File: config.mk
export PLATFORM = sky130hd
export DESIGN_NAME = uart_apb_top
export DESIGN_NICKNAME = d
export VERILOG_FILES = /design/src/design/uart_pkg.sv /design/src/design/uart_link_if.sv /design/src/design/uart_apb_regs.sv /design/src/design/uart_apb_top.sv /design/src/design/uart_transceiver.sv
export SDC_FILE = /design/constraint.sdc
export NUM_CORES = 1
export LEC_CHECK = 0
export BUFFER_PORTS_ARGS = -buffer_cell sky130_fd_sc_hd__buf_2
export CAP_MARGIN = 20
export CORE_ASPECT_RATIO = 0.8
export CORE_UTILIZATION = 51
export DETAILED_ROUTE_END_ITERATION = 8
export HOLD_SLACK_MARGIN = 0.02
export PLACE_DENSITY = 0.79
export SYNTH_ARGS = -nofsm -noshare
export SYNTH_HDL_FRONTEND = slang
export SYNTH_SLANG_ARGS = --single-unit
File: constraint.sdc
create_clock -name sys_clk -period 2.8 [get_ports sys_clk]
set_clock_uncertainty 0.1 [all_clocks]
set_input_delay 0.28 -clock sys_clk [delete_from_list [all_inputs] [get_ports sys_clk]]
set_output_delay 0.28 -clock sys_clk [all_outputs]
set_load 0.005 [all_outputs]
File: src/design/uart_pkg.sv
// shared widths, register map and status bits; register offsets assume a 4-bit byte address
`default_nettype none

package uart_pkg;

	//----------------------------------------------------------------------
	// widths with a meaning
	//----------------------------------------------------------------------
	typedef logic [7:0]  byte_t;     // one serial character
	typedef logic [15:0] divisor_t;  // sys_clk cycles per 16x tick
	typedef logic [3:0]  apb_addr_t; // register byte address
	typedef logic [31:0] apb_data_t; // apb data word

	// register offsets
	localparam apb_addr_t ADDR_DATA    = 4'h0; // tx on write, rx on read
	localparam apb_addr_t ADDR_STATUS  = 4'h4;
	localparam apb_addr_t ADDR_DIVISOR = 4'h8;

	// status bit positions
	localparam int STAT_TX_BUSY    = 0;
	localparam int STAT_RX_VALID   = 1;
	localparam int STAT_RX_OVERRUN = 2; // write 1 to clear

	//----------------------------------------------------------------------
	// transceiver fsm states
	//----------------------------------------------------------------------
	typedef enum logic {
		RX_IDLE,  // hunting for a start bit
		RX_FRAME  // start seen, sampling bits
	} rx_state_t;

	typedef enum logic {
		TX_IDLE,
		TX_FRAME  // start, data and stop on the line
	} tx_state_t;

endpackage

`default_nettype wire

File: src/design/uart_link_if.sv
// link between register block and line transceiver; all three strobes are one-cycle pulses
`timescale 1ns/1ps
`default_nettype none

interface uart_link_if import uart_pkg::*; ();

	// register block to transceiver
	divisor_t divisor; // sys_clk cycles per 16x tick
	byte_t    tx_data; // stable while tx busy
	logic     tx_wr;   // only issued with tx busy clear

	// transceiver to register block
	logic     tx_done; // end of stop bit
	byte_t    rx_data; // valid with rx_done
	logic     rx_done; // good stop bit only

	modport regs (
		output divisor,
		output tx_data,
		output tx_wr,
		input  tx_done,
		input  rx_data,
		input  rx_done
	);

	modport line (
		input  divisor,
		input  tx_data,
		input  tx_wr,
		output tx_done,
		output rx_data,
		output rx_done
	);

endinterface

`default_nettype wire

File: src/design/uart_apb_regs.sv
// zero-wait apb slave, 4-bit byte address, no byte strobes; pslverr writes change nothing
`timescale 1ns/1ps
`default_nettype none

module uart_apb_regs import uart_pkg::*; #(
	parameter divisor_t DEFAULT_DIVISOR = 16'd4
) (
	input  wire       sys_clk,
	input  wire       sys_rst,
	input  apb_addr_t paddr,
	input  wire       psel,
	input  wire       penable,
	input  wire       pwrite,
	input  apb_data_t pwdata,
	output apb_data_t prdata,
	output logic      pready,
	output logic      pslverr,
	uart_link_if.regs link
);

	//----------------------------------------------------------------------
	// access phase decode
	//----------------------------------------------------------------------
	logic access;
	logic addr_hit;
	logic wr_ok;
	logic data_wr;
	logic data_rd;
	logic status_wr;
	logic divisor_wr;

	// register state
	logic     tx_busy;
	logic     rx_valid;
	logic     rx_overrun;
	byte_t    rx_byte;
	byte_t    tx_byte;
	divisor_t divisor_q;
	logic     tx_wr_q;
	apb_data_t status_word;

	assign access   = psel && penable;
	assign addr_hit = (paddr == ADDR_DATA) || (paddr == ADDR_STATUS) ||
		(paddr == ADDR_DIVISOR);

	assign pready  = psel; // never waits
	assign pslverr = access && (!addr_hit ||
		(pwrite && paddr == ADDR_DATA && tx_busy)); // unmapped, or tx refused

	assign wr_ok      = access && pwrite && !pslverr;
	assign data_wr    = wr_ok && (paddr == ADDR_DATA);
	assign status_wr  = wr_ok && (paddr == ADDR_STATUS);
	assign divisor_wr = wr_ok && (paddr == ADDR_DIVISOR);
	assign data_rd    = access && !pwrite && (paddr == ADDR_DATA);

	//----------------------------------------------------------------------
	// read mux
	//----------------------------------------------------------------------
	always_comb begin
		status_word = '0;
		status_word[STAT_TX_BUSY]    = tx_busy;
		status_word[STAT_RX_VALID]   = rx_valid;
		status_word[STAT_RX_OVERRUN] = rx_overrun;
	end

	always_comb begin
		prdata = '0;
		if (access) begin
			case (paddr)
				ADDR_DATA:    prdata = {24'd0, rx_byte};
				ADDR_STATUS:  prdata = status_word;
				ADDR_DIVISOR: prdata = {16'd0, divisor_q};
				default:      prdata = '0; // pslverr covers it
			endcase
		end
	end

	//----------------------------------------------------------------------
	// control flags
	//----------------------------------------------------------------------
	always_ff @(posedge sys_clk) begin
		if (sys_rst) begin
			divisor_q  <= DEFAULT_DIVISOR;
			tx_busy    <= 1'b0;
			tx_wr_q    <= 1'b0;
			rx_valid   <= 1'b0;
			rx_overrun <= 1'b0;
		end else begin
			tx_wr_q <= data_wr; // launch one cycle after the write
			if (divisor_wr)
				divisor_q <= pwdata[15:0];

			// busy from accepted write to one cycle past tx_done
			if (data_wr)
				tx_busy <= 1'b1;
			else if (link.tx_done)
				tx_busy <= 1'b0;

			// a new byte beats a read in the same cycle
			if (link.rx_done)
				rx_valid <= 1'b1;
			else if (data_rd)
				rx_valid <= 1'b0;

			if (link.rx_done && rx_valid && !data_rd)
				rx_overrun <= 1'b1; // unread byte lost
			else if (status_wr && pwdata[STAT_RX_OVERRUN])
				rx_overrun <= 1'b0;
		end
	end

	// payload bytes
	always_ff @(posedge sys_clk) begin
		if (data_wr)
			tx_byte <= pwdata[7:0];
		if (link.rx_done)
			rx_byte <= link.rx_data; // newest byte wins
	end

	assign link.divisor = divisor_q;
	assign link.tx_data = tx_byte;
	assign link.tx_wr   = tx_wr_q;

endmodule

`default_nettype wire

File: src/design/uart_apb_top.sv
// serial port top; divisor must be nonzero, line runs at sys_clk / (16 * divisor)
`timescale 1ns/1ps
`default_nettype none

module uart_apb_top import uart_pkg::*; #(
	parameter divisor_t DEFAULT_DIVISOR = 16'd4 // reset baud setting
) (
	input  wire       sys_clk,
	input  wire       sys_rst,

	// apb slave
	input  apb_addr_t paddr,
	input  wire       psel,
	input  wire       penable,
	input  wire       pwrite,
	input  apb_data_t pwdata,
	output apb_data_t prdata,
	output logic      pready,
	output logic      pslverr,

	// serial line
	input  wire       uart_rxd,
	output logic      uart_txd
);

	//----------------------------------------------------------------------
	// regs to transceiver link
	//----------------------------------------------------------------------
	uart_link_if link ();

	uart_apb_regs #(
		.DEFAULT_DIVISOR(DEFAULT_DIVISOR)
	) u_regs (
		.sys_clk (sys_clk),
		.sys_rst (sys_rst),
		.paddr   (paddr),
		.psel    (psel),
		.penable (penable),
		.pwrite  (pwrite),
		.pwdata  (pwdata),
		.prdata  (prdata),
		.pready  (pready),
		.pslverr (pslverr),
		.link    (link.regs)
	);

	// 8N1 line side
	uart_transceiver u_xcvr (
		.sys_clk  (sys_clk),
		.sys_rst  (sys_rst),
		.uart_rxd (uart_rxd),
		.uart_txd (uart_txd),
		.link     (link.line)
	);

endmodule

`default_nettype wire

File: src/design/uart_transceiver.sv
// 8N1 only, no parity or framing error report; divisor 0 acts as 65536; tx_wr restarts a frame
`timescale 1ns/1ps
`default_nettype none

module uart_transceiver import uart_pkg::*; (
	input  wire  sys_clk,
	input  wire  sys_rst,
	input  wire  uart_rxd,
	output logic uart_txd,
	uart_link_if.line link
);

	//----------------------------------------------------------------------
	// 16x oversampling tick
	//----------------------------------------------------------------------
	divisor_t tick_cnt;
	logic enable16;

	assign enable16 = (tick_cnt == '0); // one cycle every divisor cycles

	always_ff @(posedge sys_clk) begin
		if (sys_rst) begin
			tick_cnt <= link.divisor - divisor_t'(1);
		end else if (enable16) begin
			tick_cnt <= link.divisor - divisor_t'(1); // reload, picks up new divisor
		end else begin
			tick_cnt <= tick_cnt - divisor_t'(1);
		end
	end

	//----------------------------------------------------------------------
	// rx input synchronizer
	//----------------------------------------------------------------------
	logic rxd_s1;
	logic rxd_s2;

	always_ff @(posedge sys_clk) begin
		if (sys_rst) begin
			rxd_s1 <= 1'b1; // idle line level
			rxd_s2 <= 1'b1;
		end else begin
			rxd_s1 <= uart_rxd;
			rxd_s2 <= rxd_s1;
		end
	end

	//----------------------------------------------------------------------
	// receiver
	//----------------------------------------------------------------------
	rx_state_t rx_state;
	logic [3:0] rx_count16;  // ticks within a bit
	logic [3:0] rx_bitcount; // 0 start, 1..8 data, 9 stop
	byte_t rxd_reg;
	logic rx_sample;

	// mid-bit sample point
	assign rx_sample = enable16 && (rx_state == RX_FRAME) && (rx_count16 == 4'd0);

	always_ff @(posedge sys_clk) begin
		if (sys_rst) begin
			rx_state    <= RX_IDLE;
			rx_count16  <= 4'd0;
			rx_bitcount <= 4'd0;
			link.rx_done <= 1'b0;
		end else begin
			link.rx_done <= 1'b0;
			if (enable16) begin
				case (rx_state)
					RX_IDLE: begin
						if (!rxd_s2) begin // falling edge, maybe a start bit
							rx_state    <= RX_FRAME;
							rx_count16  <= 4'd7; // first sample lands mid start bit
							rx_bitcount <= 4'd0;
						end
					end
					RX_FRAME: begin
						rx_count16 <= rx_count16 + 4'd1;
						if (rx_count16 == 4'd0) begin
							rx_bitcount <= rx_bitcount + 4'd1;
							if (rx_bitcount == 4'd0) begin
								if (rxd_s2)
									rx_state <= RX_IDLE; // glitch, start bit gone
							end else if (rx_bitcount == 4'd9) begin
								rx_state <= RX_IDLE;
								link.rx_done <= rxd_s2; // bad stop bit dropped
							end
						end
					end
					default: rx_state <= RX_IDLE;
				endcase
			end
		end
	end

	// rx payload, lsb first
	always_ff @(posedge sys_clk) begin
		if (rx_sample) begin
			if (rx_bitcount == 4'd9)
				link.rx_data <= rxd_reg; // only seen by regs with rx_done
			else if (rx_bitcount != 4'd0)
				rxd_reg <= {rxd_s2, rxd_reg[7:1]};
		end
	end

	//----------------------------------------------------------------------
	// transmitter
	//----------------------------------------------------------------------
	tx_state_t tx_state;
	logic [3:0] tx_count16;
	logic [3:0] tx_bitcount; // bit currently ending
	byte_t txd_reg;
	logic tx_step;

	// bit boundary, a fresh tx_wr wins
	assign tx_step = !link.tx_wr && enable16 && (tx_state == TX_FRAME) &&
		(tx_count16 == 4'd0);

	always_ff @(posedge sys_clk) begin
		if (sys_rst) begin
			tx_state    <= TX_IDLE;
			tx_count16  <= 4'd0;
			tx_bitcount <= 4'd0;
			uart_txd    <= 1'b1;
			link.tx_done <= 1'b0;
		end else begin
			link.tx_done <= 1'b0;
			if (link.tx_wr) begin
				tx_state    <= TX_FRAME;
				tx_count16  <= 4'd1; // start bit is one tick short at most
				tx_bitcount <= 4'd0;
				uart_txd    <= 1'b0; // start bit
			end else if (enable16 && tx_state == TX_FRAME) begin
				tx_count16 <= tx_count16 + 4'd1;
				if (tx_step) begin
					tx_bitcount <= tx_bitcount + 4'd1;
					if (tx_bitcount == 4'd8) begin
						uart_txd <= 1'b1; // stop bit
					end else if (tx_bitcount == 4'd9) begin
						uart_txd     <= 1'b1;
						tx_state     <= TX_IDLE;
						link.tx_done <= 1'b1; // stop bit complete
					end else begin
						uart_txd <= txd_reg[0];
					end
				end
			end
		end
	end

	// tx shift register
	always_ff @(posedge sys_clk) begin
		if (link.tx_wr)
			txd_reg <= link.tx_data;
		else if (tx_step && tx_bitcount < 4'd8)
			txd_reg <= {1'b0, txd_reg[7:1]}; // next data bit to [0]
	end

endmodule

`default_nettype wire

==> reports/metrics.cfg <==
[floorplan]
die_h_um=87.16
row_count=30
coreArea_um2=8633
die_area_um2=9453
dieWidth_um=108.5
start_util_pct=53.55
ioPinCount=77

[sta]
fin_crit_sh_pct=84.30
layout_setup_ws_ns=0.4397
setup_viol=0
drv_slew=0
finalSetupTns_ns=0
fmax_mhz=423.7
rsz0062_at_grt=no
worst_pin_slew_ns=0.7760
min_period_ns=2.360
max_slew_margin_pct=47.79
finalHoldViolations=0

[logic_synthesis]
synth_area_um2=4623
netlist_instances=452
ys_seq_area_share_pct=51.53
synth_edf_count=40
syn_area_per_cell_um2=10.23
synth.distinct_cells=54
synthFlopType=dfxtp_1
synth_seq_cells=99
async_reset_ff_share_pct=0
ys_warn_count=0

[setup_path]
worst-endpoint-required_ns=2.98
r2r_start=u_xcvr.tick_cnt[0]
r2r_slack_ns=0.44
end_kind=flip-flop
reg2reg_to=u_xcvr.tx_count16[3]
r2r_cells=6
start_kind=flip-flop
endpoint=u_xcvr.tx_count16[3]
arrival_ns=2.54
worst-setup-path-type=reg -> reg
cp_max_fo=6
crit_start=u_xcvr.tick_cnt[0]

[power]
power_density_nw_per_um2=551.6
finalPower_mw=2.893
p_leak_nw=2.134
ir_drop_mv=0.4201

[routing]
drt_pass1_iterations=4
vias_per_cell=5.397
drtAntennaViolNets=0
vias=3346
drc=0
post_drt_wl_per_cell_um=14.43
first_iter_violations=177
drt_wl_total_um=8949

[clocking]
cts_buffers=9
post_cts_buffers=0
cts_root_buf=clkbuf_16
cts_tree=built
clk_latency_ns=0.35
cts_hold_buf=3
htree_levels=3
clk_pin_slew_ns=0.07
clockBufferDepth=2
cts_resized=0
cts.sinks=99

[status]
status=completed

[placed_design]
dp_hpwl_um=6395
port_buffers=44
dp_slack_ns=0.4512
post_dp_cell_area_um2=4922
gp_congestion=0.8843

[layout]
synthToLayoutAreaGrowth_pct=13.45
final_area_um2=5245
fill_cells=708
nets=558
drive_gt1_share_pct=16.34
antenna_cells=0

[global_routing]
grt_pass1_vias=3129
grt_max_degree=26
track_usage_pct=20.74
grt_first_pass_wirelength_um=14790
antenna_found_initial=0
grt_overflow=0

[job]
cap_violations=0

[min_path]
hold_class=in -> reg

==> metrics by stage <==
stage / std cells / utilization [%] / hold slack [ns]
final: 620 / 60.75 / 0.03021
after global routing: 620 / 60.75 / 0.02538
after CTS: 619 / 60.64 / 0.02085
after detailed placement: 600 / 57.01 / 0.3079
after global placement: 600 / 57.01 / 0.2943
after floorplan: 467 / - / 0.2789
==> kinds of logic after synthesis <==
group,share of synthesized area (%)
and+or+nand+nor,18.76
DFF,51.53
AOI/OAI and AO/OA,7.308
buffers and inverters,5.792
muxes,7.334
xor gates and xnor gates,5.683
adders and majority gates,3.518
other,0.08111
==> layout make-up <==
type | instances | area [um^2] | share of cell area [%]
well taps | 112 | 140.1 | 2.672
repair buffers | 58 | 335.3 | 6.393
flip-flops and latches | 99 | 2382 | 45.42
clock buffers | 9 | 225.2 | 4.294
multi-input cells | 315 | 2029 | 38.69
clock inverters | 7 | 57.56 | 1.097
inverters | 20 | 75.07 | 1.431
==> power by group <==
group / total, mW / switching (mW) / internal (mW)
logic: 0.185 / 0.104 / 0.0807
registers: 1.53 / 0.0250 / 1.51
clock network: 1.17 / 0.558 / 0.616
total: 2.89 / 0.687 / 2.21
==> layout by cell type, fill, tap and decap left out, types with 6 or more instances in the layout <==
| cell type | Yosys | final |
|---|---|---|
| xor2_1 | 10 | 10 |
| inv_1 | 20 | 20 |
| and2_1 | 10 | 10 |
| nor2_1 | 66 | 66 |
| buf_4 | 17 | 10 |
| clkbuf_16 | 0 | 9 |
| or4_1 | 6 | 6 |
| ha_1 | 13 | 13 |
| nor3_1 | 8 | 8 |
| nand2_1 | 23 | 23 |
| mux2i_1 | 26 | 26 |
| dfxtp_1 | 59 | 59 |
| conb_1 | 1 | 16 |
| o21ai_0 | 11 | 11 |
| edfxtp_1 | 40 | 40 |
| nand3_1 | 14 | 14 |
| xnor2_1 | 20 | 20 |
| a21oi_1 | 19 | 19 |
| mux2_2 | 7 | 7 |
| nor4_1 | 6 | 6 |
| buf_2 | 4 | 44 |
==> worst max-delay path, cell delays in order (launching register included) <==
cell	delay (ns)
dfxtp_1	0.32
inv_1	0.10
ha_1	0.17
or4bb_1	0.51
or4_1	0.56
or3_1	0.39
a21oi_1	0.15
==> worst min-delay path by stage <==
| stage | startpoint | end | slack, ns | depth (start not counted) |
|---|---|---|---|---|
| after floorplan | pwdata[0] | u_regs.link.tx_data[0] | 0.28 | 0 |
| after global placement | u_xcvr.rxd_s1 | u_xcvr.rxd_s2 | 0.29 | 1 |
| after detailed placement | u_xcvr.link.rx_data[6] | u_regs.rx_byte[6] | 0.31 | 0 |
| after CTS | pwdata[3] | u_regs.link.tx_data[3] | 0.02 | 1 |
| after global routing | pwdata[3] | u_regs.link.tx_data[3] | 0.03 | 1 |
| final | pwdata[3] | u_regs.link.tx_data[3] | 0.03 | 1 |
==> per-layer routing <==
layer  GRT usage, %  routed length, um  vias up
li1               -                  -     1652
met1          25.66               4025     1602
met2          34.70               4330       77
met3          6.133                410       15
met4          7.002                182        0
met5              0                  0        -
==> synth_stat cells, drive strengths merged (8+ instances only) <==
cell	instances	share of area (%)
nor2	66	5.4
dfxtp	59	26
edfxtp	40	26
mux2i	26	5.6
buf	23	3.4
nand2	23	1.9
inv	20	1.6
xnor2	20	3.8
a21oi	19	2.1
nand3	14	1.5
ha	13	3.5
and2	11	1.5
o21ai	11	1.2
clkbuf	10	0.81
xor2	10	1.9
nor3	9	1.1
nor4	8	1.4
Note: power is estimated with default switching activity, not from simulation.
